## src/common/agu_pkg.sv

```systemverilog
`default_nettype none

package agu_pkg;

  // address geometry
  localparam int VADDR_W    = 44;
  localparam int PADDR_W    = 44;
  localparam int PAGE_BITS  = 13;
  localparam int LINE_BITS  = 7;
  localparam int BANK_COUNT = 32;
  localparam int ASID_W     = 21;

  localparam int PFN_W      = PADDR_W - PAGE_BITS;
  localparam int VPN_W      = VADDR_W - PAGE_BITS;
  localparam int WALK_VPN_W = ASID_W + VPN_W;
  localparam int LINE_IDX_W = PAGE_BITS - LINE_BITS;

  localparam int SZ_W       = 5;
  localparam int BANK_IDX_W = 5;
  localparam int REG_W      = 9;
  localparam int LSQ_W      = 9;

  // operation size codes
  localparam logic [SZ_W-1:0] SZ_128U0 = 5'd0;
  localparam logic [SZ_W-1:0] SZ_128U1 = 5'd1;
  localparam logic [SZ_W-1:0] SZ_128U2 = 5'd2;
  localparam logic [SZ_W-1:0] SZ_LDBL  = 5'd3;
  localparam logic [SZ_W-1:0] SZ_SGL0  = 5'd4;
  localparam logic [SZ_W-1:0] SZ_SGL1  = 5'd5;
  localparam logic [SZ_W-1:0] SZ_SGL2  = 5'd6;
  localparam logic [SZ_W-1:0] SZ_DBL0  = 5'd8;
  localparam logic [SZ_W-1:0] SZ_DBL1  = 5'd9;
  localparam logic [SZ_W-1:0] SZ_DBL2  = 5'd10;
  localparam logic [SZ_W-1:0] SZ_128A0 = 5'd12;
  localparam logic [SZ_W-1:0] SZ_128A1 = 5'd13;
  localparam logic [SZ_W-1:0] SZ_128A2 = 5'd14;
  localparam logic [SZ_W-1:0] SZ_FILL  = 5'd15;
  localparam logic [SZ_W-1:0] SZ_B1    = 5'd16;
  localparam logic [SZ_W-1:0] SZ_B2    = 5'd17;
  localparam logic [SZ_W-1:0] SZ_B4    = 5'd18;
  localparam logic [SZ_W-1:0] SZ_B8    = 5'd19;

  // control registers
  localparam logic [15:0] CSR_PAGE   = 16'h0020;
  localparam logic [15:0] CSR_VMPAGE = 16'h0021;
  localparam logic [15:0] CSR_MFLAGS = 16'h0022;
  localparam int          MF_KM_BIT  = 0;

  localparam logic [1:0] CPL_KERNEL = 2'd0;
  localparam logic [1:0] CPL_USER   = 2'd3;

  // walk request sources
  localparam logic [1:0] WSRC_MISS = 2'd0;
  localparam logic [1:0] WSRC_EXT  = 2'd1;
  localparam logic [1:0] WSRC_CODE = 2'd2;

  typedef enum logic [2:0] {
    OPS_1, OPS_2, OPS_SGL, OPS_DBL, OPS_LDBL, OPS_128, OPS_FILL
  } opsize_e;

  typedef struct packed {
    logic spare;
    logic sec;
    logic km;
    logic vm;
  } mop_attr_t;

  typedef struct packed {
    logic                  en;
    logic                  st;
    logic [SZ_W-1:0]       sz;
    logic [BANK_IDX_W-1:0] bank0;
    logic [VADDR_W-1:0]    vaddr;
    logic [REG_W-1:0]      reg_no;
    logic [LSQ_W-1:0]      lsq;
    mop_attr_t             attr;
  } mop_t;

  typedef struct packed {
    logic [PFN_W-1:0] phys;
    logic             sys;
    logic             na;
    logic             glo;
  } tlb_entry_t;

  typedef struct packed {
    logic [WALK_VPN_W-1:0] vpn;
    mop_attr_t             attr;
    logic [1:0]            src;
  } walk_req_t;

  typedef struct packed {
    logic                         en;
    logic                         st;
    logic [SZ_W-1:0]              sz;
    logic [REG_W-1:0]             reg_no;
    logic [LSQ_W-1:0]             lsq;
    logic [BANK_COUNT-1:0]        banks;
    logic [BANK_IDX_W-1:0]        bank0;
    logic                         odd;
    logic [1:0]                   addr_low;
    logic [PADDR_W-1:LINE_BITS+1] addr_even;
    logic [PADDR_W-1:LINE_BITS+1] addr_odd;
  } mop_out_t;

endpackage

`default_nettype wire

```

## src/agu/mop_stage.sv

```systemverilog
`default_nettype none

module mop_stage (
  input  logic                           clk,
  input  logic                           rst,
  input  logic                           except,
  input  logic                           rs_stall,
  input  logic                           stall,
  input  agu_pkg::mop_t                  mop_in,
  input  logic [agu_pkg::ASID_W-1:0]     proc_base,
  output agu_pkg::mop_t                  mop_q,
  output logic [agu_pkg::WALK_VPN_W-1:0] tlb_addr
);
  import agu_pkg::*;

  mop_t op_q;
  logic en_q;
  logic hold;

  assign hold = stall || rs_stall;

  // valid bit, killed by an exception even while held
  always_ff @(posedge clk) begin
    if (rst) begin
      en_q <= 1'b0;
    end else if (except) begin
      en_q <= 1'b0;
    end else if (!hold) begin
      en_q <= mop_in.en;
    end
  end

  always_ff @(posedge clk) begin
    if (!hold && mop_in.en) begin
      op_q <= mop_in;
    end
  end

  always_comb begin
    mop_q    = op_q;
    mop_q.en = en_q;
  end

  // lookup key is address-space base plus virtual page number
  assign tlb_addr = {proc_base, op_q.vaddr[VADDR_W-1:PAGE_BITS]};

endmodule

`default_nettype wire

```

## src/agu/bank_mask.sv

```systemverilog
`default_nettype none

module bank_mask (
  input  logic [agu_pkg::SZ_W-1:0]       sz,
  input  logic [agu_pkg::BANK_IDX_W-1:0] bank0,
  input  logic [1:0]                     addr_low,
  output logic [agu_pkg::BANK_COUNT-1:0] banks
);
  import agu_pkg::*;

  opsize_e    ops;
  logic       a;
  logic       b;
  logic [2:0] n;

  always_comb begin
    case (sz)
      SZ_B1:                         ops = OPS_1;
      SZ_B2:                         ops = OPS_2;
      SZ_B4, SZ_SGL0, SZ_SGL1, SZ_SGL2: ops = OPS_SGL;
      SZ_B8, SZ_DBL0, SZ_DBL1, SZ_DBL2: ops = OPS_DBL;
      SZ_LDBL:                       ops = OPS_LDBL;
      SZ_128U0, SZ_128U1, SZ_128U2,
      SZ_128A0, SZ_128A1, SZ_128A2:  ops = OPS_128;
      SZ_FILL:                       ops = OPS_FILL;
      default:                       ops = OPS_DBL;
    endcase
  end

  // unaligned low bits spill into one more bank
  assign a = addr_low != 2'd0;
  assign b = addr_low == 2'd3;

  always_comb begin
    case (ops)
      OPS_1:    n = 3'd1;
      OPS_2:    n = 3'd1 + {2'b0, b};
      OPS_SGL:  n = 3'd1 + {2'b0, a};
      OPS_DBL:  n = 3'd2 + {2'b0, a};
      OPS_LDBL: n = 3'd4 + {2'b0, b};
      OPS_128:  n = 3'd4 + {2'b0, a};
      default:  n = 3'd5;
    endcase
  end

  for (genvar i = 0; i < BANK_COUNT; i++) begin : g_bank
    logic [BANK_IDX_W-1:0] ofs;

    // distance from bank0, wraps around the bank ring
    assign ofs      = BANK_IDX_W'(i) - bank0;
    assign banks[i] = ofs < {2'b0, n};
  end

endmodule

`default_nettype wire

```

## src/agu/line_addr.sv

```systemverilog
`default_nettype none

module line_addr (
  input  logic                                           clk,
  input  logic                                           rst,
  input  logic [agu_pkg::VADDR_W-1:0]                    vaddr,
  input  logic                                           tlb_hit,
  input  agu_pkg::tlb_entry_t                            tlb_entry,
  input  agu_pkg::tlb_entry_t                            tlb_entry_next,
  input  logic [1:0]                                     cpl,
  input  logic                                           out_en,
  output logic [agu_pkg::PADDR_W-1:agu_pkg::LINE_BITS+1] addr_even,
  output logic [agu_pkg::PADDR_W-1:agu_pkg::LINE_BITS+1] addr_odd,
  output logic                                           odd,
  output logic                                           page_fault,
  output logic [1:0]                                     fault_code
);
  import agu_pkg::*;

  logic [LINE_IDX_W-1:0] idx;
  logic [LINE_IDX_W-1:0] idx_next;
  logic                  page_carry;
  logic [PFN_W-1:0]      pfn_even;
  logic [1:0]            fault_cur;
  logic [1:0]            fault_nxt;
  logic [1:0]            fault_t;
  logic [1:0]            fault_q;
  logic                  en_q;

  assign idx                    = vaddr[PAGE_BITS-1:LINE_BITS];
  assign {page_carry, idx_next} = {1'b0, idx} + 1'b1;
  assign odd                    = vaddr[LINE_BITS];

  // carry only happens from the last line, which is odd, so only the even line moves
  assign pfn_even  = page_carry ? tlb_entry_next.phys : tlb_entry.phys;
  assign addr_even = {pfn_even, odd ? idx_next[LINE_IDX_W-1:1] : idx[LINE_IDX_W-1:1]};
  assign addr_odd  = {tlb_entry.phys, idx[LINE_IDX_W-1:1]};

  // bit 1 sys page at user level, bit 0 not accessible
  assign fault_cur = {cpl == CPL_USER && tlb_entry.sys, !tlb_entry.na};
  assign fault_nxt = {cpl == CPL_USER && tlb_entry_next.sys, !tlb_entry_next.na};
  assign fault_t   = (fault_cur | (page_carry ? fault_nxt : 2'b00)) & {2{tlb_hit}};

  always_ff @(posedge clk) begin
    if (rst) begin
      fault_q <= 2'b00;
      en_q    <= 1'b0;
    end else begin
      fault_q <= fault_t;
      en_q    <= out_en;
    end
  end

  assign page_fault = en_q && (fault_q != 2'b00);
  assign fault_code = fault_q;

endmodule

`default_nettype wire

```

## src/agu/walk_arbiter.sv

```systemverilog
`default_nettype none

module walk_arbiter (
  input  logic                           clk,
  input  logic                           rst,
  input  logic                           ext_req,
  input  logic [agu_pkg::WALK_VPN_W-1:0] ext_vpn,
  input  agu_pkg::mop_attr_t             ext_attr,
  input  logic                           code_req,
  input  logic [agu_pkg::WALK_VPN_W-1:0] code_vpn,
  input  agu_pkg::mop_attr_t             code_attr,
  input  logic                           miss,
  input  logic [agu_pkg::WALK_VPN_W-1:0] miss_vpn,
  input  agu_pkg::mop_attr_t             miss_attr,
  input  logic                           walk_done,
  output logic                           walk_req_en,
  output agu_pkg::walk_req_t             walk_req,
  output logic                           walk_busy,
  output logic                           ext_ack
);
  import agu_pkg::*;

  walk_req_t ext_new;
  walk_req_t code_new;
  walk_req_t miss_new;
  walk_req_t ext_slot;
  walk_req_t code_slot;
  walk_req_t pick;
  logic      ext_v;
  logic      code_v;
  logic      free;
  logic      sel_ext_slot;
  logic      sel_ext_new;
  logic      sel_code_slot;
  logic      sel_code_new;
  logic      sel_miss;
  logic      issue;

  assign ext_new  = '{vpn: ext_vpn, attr: ext_attr, src: WSRC_EXT};
  assign code_new = '{vpn: code_vpn, attr: code_attr, src: WSRC_CODE};
  assign miss_new = '{vpn: miss_vpn, attr: miss_attr, src: WSRC_MISS};

  // a finishing walk frees the walker for the next request
  assign free = !walk_busy || walk_done;

  // saved requests go before new ones of the same source
  assign sel_ext_slot  = free && ext_v;
  assign sel_ext_new   = free && !ext_v && ext_req;
  assign sel_code_slot = free && !ext_v && !ext_req && code_v;
  assign sel_code_new  = free && !ext_v && !ext_req && !code_v && code_req;
  // held op re-raises its miss only once the walker is idle
  assign sel_miss      = !walk_busy && !ext_v && !ext_req && !code_v && !code_req && miss;

  assign issue = sel_ext_slot || sel_ext_new || sel_code_slot || sel_code_new || sel_miss;

  always_comb begin
    if (sel_ext_slot) begin
      pick = ext_slot;
    end else if (sel_ext_new) begin
      pick = ext_new;
    end else if (sel_code_slot) begin
      pick = code_slot;
    end else if (sel_code_new) begin
      pick = code_new;
    end else begin
      pick = miss_new;
    end
  end

  always_ff @(posedge clk) begin
    if (rst) begin
      walk_busy   <= 1'b0;
      walk_req_en <= 1'b0;
      ext_v       <= 1'b0;
      code_v      <= 1'b0;
    end else begin
      walk_req_en <= issue;
      if (issue) begin
        walk_busy <= 1'b1;
      end else if (walk_done) begin
        walk_busy <= 1'b0;
      end
      if (ext_req && !sel_ext_new) begin
        ext_v <= 1'b1;
      end else if (sel_ext_slot) begin
        ext_v <= 1'b0;
      end
      if (code_req && !sel_code_new) begin
        code_v <= 1'b1;
      end else if (sel_code_slot) begin
        code_v <= 1'b0;
      end
    end
  end

  always_ff @(posedge clk) begin
    if (issue) begin
      walk_req <= pick;
    end
    if (ext_req && !sel_ext_new) begin
      ext_slot <= ext_new;
    end
    if (code_req && !sel_code_new) begin
      code_slot <= code_new;
    end
  end

  assign ext_ack = walk_busy && walk_done && (walk_req.src == WSRC_EXT);

endmodule

`default_nettype wire

```

## src/rtl/page_csr.sv

```systemverilog
`default_nettype none

module page_csr (
  input  logic                       clk,
  input  logic                       rst,
  input  logic                       csr_en,
  input  logic [15:0]                csr_no,
  input  logic [63:0]                csr_data,
  input  agu_pkg::mop_attr_t         attr,
  output logic [agu_pkg::ASID_W-1:0] proc_base,
  output logic [1:0]                 cpl
);
  import agu_pkg::*;

  logic [ASID_W-1:0] pproc;
  logic [ASID_W-1:0] vproc;
  logic              km_flag;

  // base lives in the top bits of the written word
  always_ff @(posedge clk) begin
    if (rst) begin
      pproc   <= '0;
      vproc   <= '0;
      km_flag <= 1'b0;
    end else if (csr_en) begin
      case (csr_no)
        CSR_PAGE:   pproc   <= csr_data[63 -: ASID_W];
        CSR_VMPAGE: vproc   <= csr_data[63 -: ASID_W];
        CSR_MFLAGS: km_flag <= csr_data[MF_KM_BIT];
        default:    ;
      endcase
    end
  end

  assign proc_base = attr.vm ? vproc : pproc;
  // kernel flag forces privileged access for every op
  assign cpl       = (attr.km || km_flag) ? CPL_KERNEL : CPL_USER;

endmodule

`default_nettype wire

```

## src/rtl/agu_top.sv

```systemverilog
`default_nettype none

module agu_top (
  input  logic                            clk,
  input  logic                            rst,
  input  logic                            except,
  input  logic                            rs_stall,
  input  agu_pkg::mop_t                   mop_in,
  output logic                            stall,
  output logic [agu_pkg::WALK_VPN_W-1:0]  tlb_addr,
  input  logic                            tlb_hit,
  input  agu_pkg::tlb_entry_t             tlb_entry,
  input  agu_pkg::tlb_entry_t             tlb_entry_next,
  input  logic                            ext_req,
  input  logic [agu_pkg::WALK_VPN_W-1:0]  ext_vpn,
  input  agu_pkg::mop_attr_t              ext_attr,
  input  logic                            code_req,
  input  logic [agu_pkg::WALK_VPN_W-1:0]  code_vpn,
  input  agu_pkg::mop_attr_t              code_attr,
  input  logic                            walk_done,
  output logic                            walk_req_en,
  output agu_pkg::walk_req_t              walk_req,
  output logic                            ext_ack,
  input  logic                            csr_en,
  input  logic [15:0]                     csr_no,
  input  logic [63:0]                     csr_data,
  output agu_pkg::mop_out_t               mop_out,
  output logic                            page_fault,
  output logic [1:0]                      fault_code
);
  import agu_pkg::*;

  mop_t                         mop_q;
  logic [ASID_W-1:0]            proc_base;
  logic [1:0]                   cpl;
  logic                         walk_busy;
  logic                         miss;
  logic                         stall_core;
  logic                         out_en;
  logic [BANK_COUNT-1:0]        banks;
  logic [PADDR_W-1:LINE_BITS+1] addr_even;
  logic [PADDR_W-1:LINE_BITS+1] addr_odd;
  logic                         odd;

  assign miss       = mop_q.en && !tlb_hit;
  // any pending walk request holds the operation in place
  assign stall_core = miss || walk_busy || ext_req || code_req;
  assign stall      = stall_core || rs_stall;
  assign out_en     = mop_q.en && !stall && !except;

  mop_stage u_mop_stage (
    .clk       (clk),
    .rst       (rst),
    .except    (except),
    .rs_stall  (rs_stall),
    .stall     (stall_core),
    .mop_in    (mop_in),
    .proc_base (proc_base),
    .mop_q     (mop_q),
    .tlb_addr  (tlb_addr)
  );

  bank_mask u_bank_mask (
    .sz       (mop_q.sz),
    .bank0    (mop_q.bank0),
    .addr_low (mop_q.vaddr[1:0]),
    .banks    (banks)
  );

  line_addr u_line_addr (
    .clk            (clk),
    .rst            (rst),
    .vaddr          (mop_q.vaddr),
    .tlb_hit        (tlb_hit),
    .tlb_entry      (tlb_entry),
    .tlb_entry_next (tlb_entry_next),
    .cpl            (cpl),
    .out_en         (out_en),
    .addr_even      (addr_even),
    .addr_odd       (addr_odd),
    .odd            (odd),
    .page_fault     (page_fault),
    .fault_code     (fault_code)
  );

  walk_arbiter u_walk_arbiter (
    .clk         (clk),
    .rst         (rst),
    .ext_req     (ext_req),
    .ext_vpn     (ext_vpn),
    .ext_attr    (ext_attr),
    .code_req    (code_req),
    .code_vpn    (code_vpn),
    .code_attr   (code_attr),
    .miss        (miss),
    .miss_vpn    (tlb_addr),
    .miss_attr   (mop_q.attr),
    .walk_done   (walk_done),
    .walk_req_en (walk_req_en),
    .walk_req    (walk_req),
    .walk_busy   (walk_busy),
    .ext_ack     (ext_ack)
  );

  page_csr u_page_csr (
    .clk       (clk),
    .rst       (rst),
    .csr_en    (csr_en),
    .csr_no    (csr_no),
    .csr_data  (csr_data),
    .attr      (mop_q.attr),
    .proc_base (proc_base),
    .cpl       (cpl)
  );

  always_comb begin
    mop_out.en        = out_en;
    mop_out.st        = mop_q.st;
    mop_out.sz        = mop_q.sz;
    mop_out.reg_no    = mop_q.reg_no;
    mop_out.lsq       = mop_q.lsq;
    mop_out.banks     = out_en ? banks : '0;
    mop_out.bank0     = mop_q.bank0;
    mop_out.odd       = odd;
    mop_out.addr_low  = mop_q.vaddr[1:0];
    mop_out.addr_even = addr_even;
    mop_out.addr_odd  = addr_odd;
  end

endmodule

`default_nettype wire

```

## config.mk

```make
export PLATFORM = sky130hd
export DESIGN_NAME = agu_top
export DESIGN_NICKNAME = d
export VERILOG_FILES = /design/src/common/agu_pkg.sv /design/src/agu/mop_stage.sv /design/src/agu/bank_mask.sv /design/src/agu/line_addr.sv /design/src/agu/walk_arbiter.sv /design/src/rtl/page_csr.sv /design/src/rtl/agu_top.sv
export SDC_FILE = /design/constraint.sdc
export NUM_CORES = 1
export LEC_CHECK = 0
export BUFFER_PORTS_ARGS = -buffer_cell sky130_fd_sc_hd__buf_2
export CAP_MARGIN = 10
export CORE_AREA = 2 2 232 234
export DETAILED_ROUTE_END_ITERATION = 8
export DIE_AREA = 0 0 234 236
export PLACE_DENSITY = 0.61
export SYNTH_ARGS = -nofsm -noshare
export SYNTH_HDL_FRONTEND = slang
export SYNTH_SLANG_ARGS = --single-unit
```

## constraint.sdc

```tcl
create_clock -name clk -period 8.2 [get_ports clk]
set_clock_uncertainty 0.2 [all_clocks]
set_input_delay 1.64 -clock clk [delete_from_list [all_inputs] [get_ports clk]]
set_output_delay 1.64 -clock clk [all_outputs]
set_load 0.02 [all_outputs]
```

==> impl_metrics.json, run 1 <==
{
  "worst-path-max-fanout": 13,
  "die_height_um": 236,
  "fin_setup_tns_ps": 0,
  "drt_iter0_drc": 742,
  "cp.required_ps": 6360,
  "cts_resized": 0,
  "synth_nets": 1537,
  "post_cts.repair.setup_buffers": 0,
  "num-fill-cells": 5317,
  "die_w_um": 234,
  "clock-sinks": 296,
  "grt_usage_pct": 15.71,
  "grt_pass1_vias": 10734,
  "grt_max_degree": 75,
  "hp-class": "flop to flop",
  "grt_first_pass_wirelength_um": 65470,
  "rsz0062_at_grt": "no",
  "synth_cells": 1172,
  "dp_slack_ps": 2251,
  "core_um2": 53070,
  "p_per_area_nw_per_um2": 209.2,
  "period_minus_slack_ps": 5931,
  "crit_type": "input pin to output port",
  "dpl.hpwl_um": 33170,
  "wl_per_cell_um": 19.44,
  "nNetsFinal": 1972,
  "hold_slack_ps": 230.3,
  "cts_tree": "done",
  "fin_util_pct": 34.00,
  "synth_top_area_share_pct": 51.26,
  "critPathCaptureType": "output port",
  "hold_viol_final": 0,
  "vias": 10919,
  "avgSynthCellArea_um2": 12.10,
  "drv_slew": 0,
  "ys.flop_type": "edfxtp_1",
  "yosys.area.top_type": "edfxtp_1",
  "layout_setup_ws_ps": 2269,
  "power_leakage_nw": 7.749,
  "reg2reg_slack_ps": 5190,
  "dr.pass1.iters": 5,
  "layout-drive-gt1-share_pct": 41.06,
  "clock_latency_ps": 540,
  "synth_edf_count": 242,
  "fin_crit_sh_pct": 72.33,
  "clk_pin_slew_worst_paths_ps": 60,
  "die_area_um2": 55220,
  "status": "completed",
  "critical_path_arrival_ps": 4090,
  "vdd_ir_drop_max_uv": 158.3,
  "rows": 85,
  "tightest_slew_ps": 1074,
  "clk_path_buf_depth": 3,
  "antenna_left": 0,
  "area.growth.synth_to_final_pct": 27.25,
  "io_pins": 600,
  "viasPerCell": 4.672,
  "drc_errors": 0,
  "async_flop_share_pct": 0,
  "ys_seq_area_share_pct": 58.88,
  "overflow": 0,
  "drv_cap": 0,
  "yosysMostFrequentCell": "edfxtp_1",
  "synth.distinct_cells": 67,
  "hold_buffers": 0,
  "start_kind": "input pin",
  "slew_headroom_pct": 28.42,
  "synth_area_leaders": "edfxtp_1, dfxtp_1, mux2i_1",
  "root_buffer": "clkbuf_16",
  "wirelength_um": 45440,
  "fmax_mhz": 168.6,
  "initial_core_util_pct": 26.71,
  "ys_seq_elements": 296,
  "synth.top_cells.by_count": "edfxtp_1, nand2_1, buf_4, a21oi_1, mux2i_1",
  "htreeDepth": 2,
  "syn_area_um2": 14180,
  "antenna_found_initial": 15,
  "numPortBuffers": 550,
  "cts_buffers": 36,
  "setup_violations": 0,
  "place.gp.congestion": 0.8712,
  "ys_warn_count": 0
}
## metal layers
layer	GRT usage, %	vias up	wire length (um)
li1	-	5131	-
met1	20.35	5266	19000
met2	25.39	448	21410
met3	4.376	68	4045
met4	4.680	6	949
met5	0	-	35
## state kept, by name, indices dropped and copies added, names as in the netlist
name,flops
u_line_addr.en_q,1
u_page_csr.vproc,21
u_walk_arbiter.code_slot,56
u_walk_arbiter.code_v,1
u_walk_arbiter.walk_req,58
u_mop_stage.mop_q,72
u_line_addr.fault_code,2
u_walk_arbiter.ext_v,1
u_page_csr.km_flag,1
u_mop_stage.en_q,1
u_walk_arbiter.walk_busy,1
u_walk_arbiter.ext_slot,56
u_walk_arbiter.walk_req_en,1
u_page_csr.pproc,21
u_bank_mask.ops,3
## worst paths after layout
| kind | startpoint | to | cells after the start |
|---|---|---|---|
| max | ext_req | mop_out[90] | 7 |
| min | u_page_csr.km_flag | u_line_addr.fault_code[1] | 1 |
| max reg2reg | u_walk_arbiter.walk_busy | u_walk_arbiter.walk_req[22] | 6 |
| min reg2reg | u_page_csr.km_flag | u_line_addr.fault_code[1] | 1 |
## final cells by class
cell class                      count  area (um2)  area share (%)
Antenna cell                        7       17.52         0.09709
Clock buffer                       42       944.7           5.236
Clock inverter                     23       212.7           1.179
Inverter                           21       80.08          0.4439
Multi-Input combinational cell    691        4732           26.23
Sequential cell                   296        8348           46.27
Tap cell                          696       870.8           4.827
Timing Repair Buffer              561        2835           15.72
## critical path: stages
cell and delay, ps:
buf_2 190, nor4_4 420, nand4b_1 690, inv_2 380
o21ai_2 210, nor4b_2 330, buf_2 210
## stage by stage
step                      power, mW  instance area [um2]  std cells
after floorplan               2.046                14180       1172
after global placement        2.240                16870       2265
after detailed placement      2.250                16870       2265
after CTS                     3.835                18020       2330
after global routing          3.919                18030       2332
final                         3.773                18040       2337
## cell usage in the layout, fill, tap and decap left out, types with 6 or more instances in the layout
master / n
a221o_1: 35
ha_1: 18
buf_4: 11
inv_1: 16
clkinv_2: 7
nand2b_1: 25
a21oi_1: 98
xor2_1: 7
o211ai_1: 19
mux2i_1: 78
clkbuf_16: 37
nor4b_2: 6
buf_2: 550
dfxtp_1: 54
nor2b_1: 12
edfxtp_1: 242
nor4_1: 8
diode_2: 7
nand3_1: 9
mux2_2: 21
nand2_1: 120
clkinv_1: 7
o22ai_1: 20
nor3_1: 16
xnor2_1: 20
o21ai_0: 47
nor2_1: 58
## power by group
part / switching [mW] / internal, mW
Combinational: 0.296 / 0.165
Sequential: 0.0269 / 1.73
Clock: 0.660 / 0.900
## logic make-up after synthesis
family / count (synthesis) / share of synthesized area [%]
XOR/XNOR: 27 / 1.668
AND/OR/NAND/NOR: 292 / 10.70
flip-flops: 296 / 58.88
multiplexers: 99 / 7.175
AO/OA/AOI/OAI: 251 / 11.69
adder cells (fa/ha/maj): 22 / 1.897
buffers and inverters: 185 / 7.987
Power figures use the tool's default switching activity.
==> run 2: changes to the inputs <==
==> constraint.sdc (replaced) <==
create_clock -name clk -period 5.9 [get_ports clk]
set_clock_uncertainty 0.2 [all_clocks]
set_input_delay 1.18 -clock clk [delete_from_list [all_inputs] [get_ports clk]]
set_output_delay 1.18 -clock clk [all_outputs]
set_load 0.02 [all_outputs]
==> run 2 against run 1 <==
Net effect: cell count increased by 0.47%; hold slack improved by 15 ps; critical path depth increased by 1; die area unchanged; count of clock-buffer cells in the layout increased by 6; largest cell class unchanged.
==> impl_metrics.json, run 2 (same netlist as run 1, synthesis figures left out) <==
{
  "drv_cap": 0,
  "antenna_left": 0,
  "clock-sinks": 296,
  "area.growth.synth_to_final_pct": 27.78,
  "grt_pass1_vias": 10635,
  "cpPeakStageDelay_ps": 790,
  "crit_start": "u_mop_stage.mop_q[66]",
  "cp_common_cell": "ha_1",
  "critical_path_arrival_ps": 3600,
  "start_kind": "flop",
  "hold_viol_final": 0,
  "layout_setup_ws_ps": 924.7,
  "dp_slack_ps": 1439,
  "clk_pin_slew_worst_paths_ps": 60,
  "clk_path_buf_depth": 3,
  "fin_setup_tns_ps": 0,
  "cts_resized": 0,
  "tightest_slew_ps": 1057,
  "power.share.clock_pct": 42.1,
  "grt_max_degree": 74,
  "wirelength_um": 45500,
  "num-fill-cells": 5324,
  "hp-class": "flop to flop",
  "hold_buffers": 0,
  "fmax_mhz": 201.0,
  "wl_per_cell_um": 19.38,
  "dpl.hpwl_um": 33140,
  "worst-path-max-fanout": 14,
  "antenna_found_initial": 20,
  "dr.pass1.iters": 6,
  "grt_usage_pct": 15.76,
  "vias": 10977,
  "p_per_area_nw_per_um2": 293.5,
  "vdd_ir_drop_max_uv": 253.5,
  "power_leakage_nw": 7.781,
  "crit_type": "flop to output port",
  "combPwrFrac_pct": 12.1,
  "period_minus_slack_ps": 4975,
  "crit_slowest_cell": "edfxtp_1",
  "die_area_um2": 55220,
  "core_um2": 53070,
  "grt_first_pass_wirelength_um": 65590,
  "io_pins": 600,
  "fin_crit_sh_pct": 84.33,
  "place.gp.congestion": 0.8508,
  "crit_chain": "inv_1 -> ha_1 -> ha_1 -> nor2_1 -> maj3_1 -> a211oi_1 -> nor3_1 -> buf_2",
  "rows": 85,
  "largest_reg_flops": 72,
  "die_height_um": 236,
  "cts_buffers": 37,
  "drv_slew": 0,
  "setup_violations": 0,
  "power_frac_seq_pct": 45.8,
  "clock_latency_ps": 550,
  "p_switching_mw": 1.380,
  "holdCritStartpoint": "u_page_csr.km_flag",
  "cp.required_ps": 4520,
  "overflow": 0,
  "critPathCaptureType": "output port",
  "numPortBuffers": 550,
  "placedCellCount": 2268,
  "initial_core_util_pct": 26.71,
  "r2r-start": "u_walk_arbiter.walk_busy",
  "post_cts.repair.setup_buffers": 0,
  "root_buffer": "clkbuf_16",
  "path_buf_inv": 2,
  "nNetsFinal": 1976,
  "drt_iter0_drc": 669,
  "cts_tree": "done",
  "p_int_mw": 3.936,
  "stdcell_count": 2348,
  "final_common_cell": "buf_2",
  "slew_headroom_pct": 29.51,
  "drc_errors": 0,
  "layout-drive-gt1-share_pct": 40.91,
  "dpl-instance-area_um2": 16910,
  "switching_share_pct": 25.96,
  "rsz0062_at_grt": "no",
  "final_area_um2": 18120,
  "cp_top_family": "adder cells",
  "viasPerCell": 4.675,
  "die_w_um": 234,
  "htreeDepth": 2,
  "status": "completed",
  "layout_common_cells": "buf_2, edfxtp_1, nand2_1, a21oi_1, mux2i_1"
}
run 2: changes by cell type in the layout (fill, tap and decap cells not counted), moves of 2 or more:
cell | before | now
clkinv_2 | 7 | 2
buf_12 | 0 | 2
inv_4 | 0 | 2
diode_2 | 7 | 12
clkbuf_1 | 5 | 11
run 2: power groups by stage:
stage,Clock [mW],Combinational [mW],Sequential [mW]
3_5_place_dp,0,0.650,2.48
6_report,2.24,0.644,2.44
4_1_cts,2.32,0.651,2.44
5_1_grt,2.39,0.697,2.45
3_3_place_gp,0,0.640,2.48
2_1_floorplan,0,0.291,2.55
run 2: routing by layer:
| metal | global-route usage, % | up-vias | routed length [um] |
|---|---|---|---|
| li1 | - | 5140 | - |
| met2 | 24.92 | 472 | 21380 |
| met4 | 4.430 | 2 | 848 |
| met5 | 0 | - | 10 |
| met3 | 4.811 | 51 | 4163 |
| met1 | 20.73 | 5312 | 19100 |
run 2: layout make-up:
cell class	count	area [um2]	share of cell area, %
antenna	12	30.03	0.1658
tap	696	870.8	4.807
sequential	296	8348	46.08
timing repair buffer	564	2883	15.91
clock buffer	48	967.2	5.339
inverter	21	80.08	0.4420
clock inverter	20	205.2	1.133
multi-input combinational	691	4732	26.12
run 2: stage by stage:
stage	utilization, %	hold WS (ps)	total power [mW]
after global routing	34.11	267.1	5.531
after global placement	31.87	222.5	3.117
after CTS	34.08	245.6	5.412
after floorplan	-	199.0	2.844
final	34.14	245.1	5.316
after detailed placement	31.87	227.4	3.130
run 2: path summary, 6_finish.rpt:
check                                                    to  slack (ps)  cells after the start
worst max-delay path                           mop_out[104]         920                      8
worst min register to register    u_line_addr.fault_code[1]         250                      1
worst min-delay path              u_line_addr.fault_code[1]         250                      1
worst max register to register  u_walk_arbiter.walk_req[18]        2670                      6
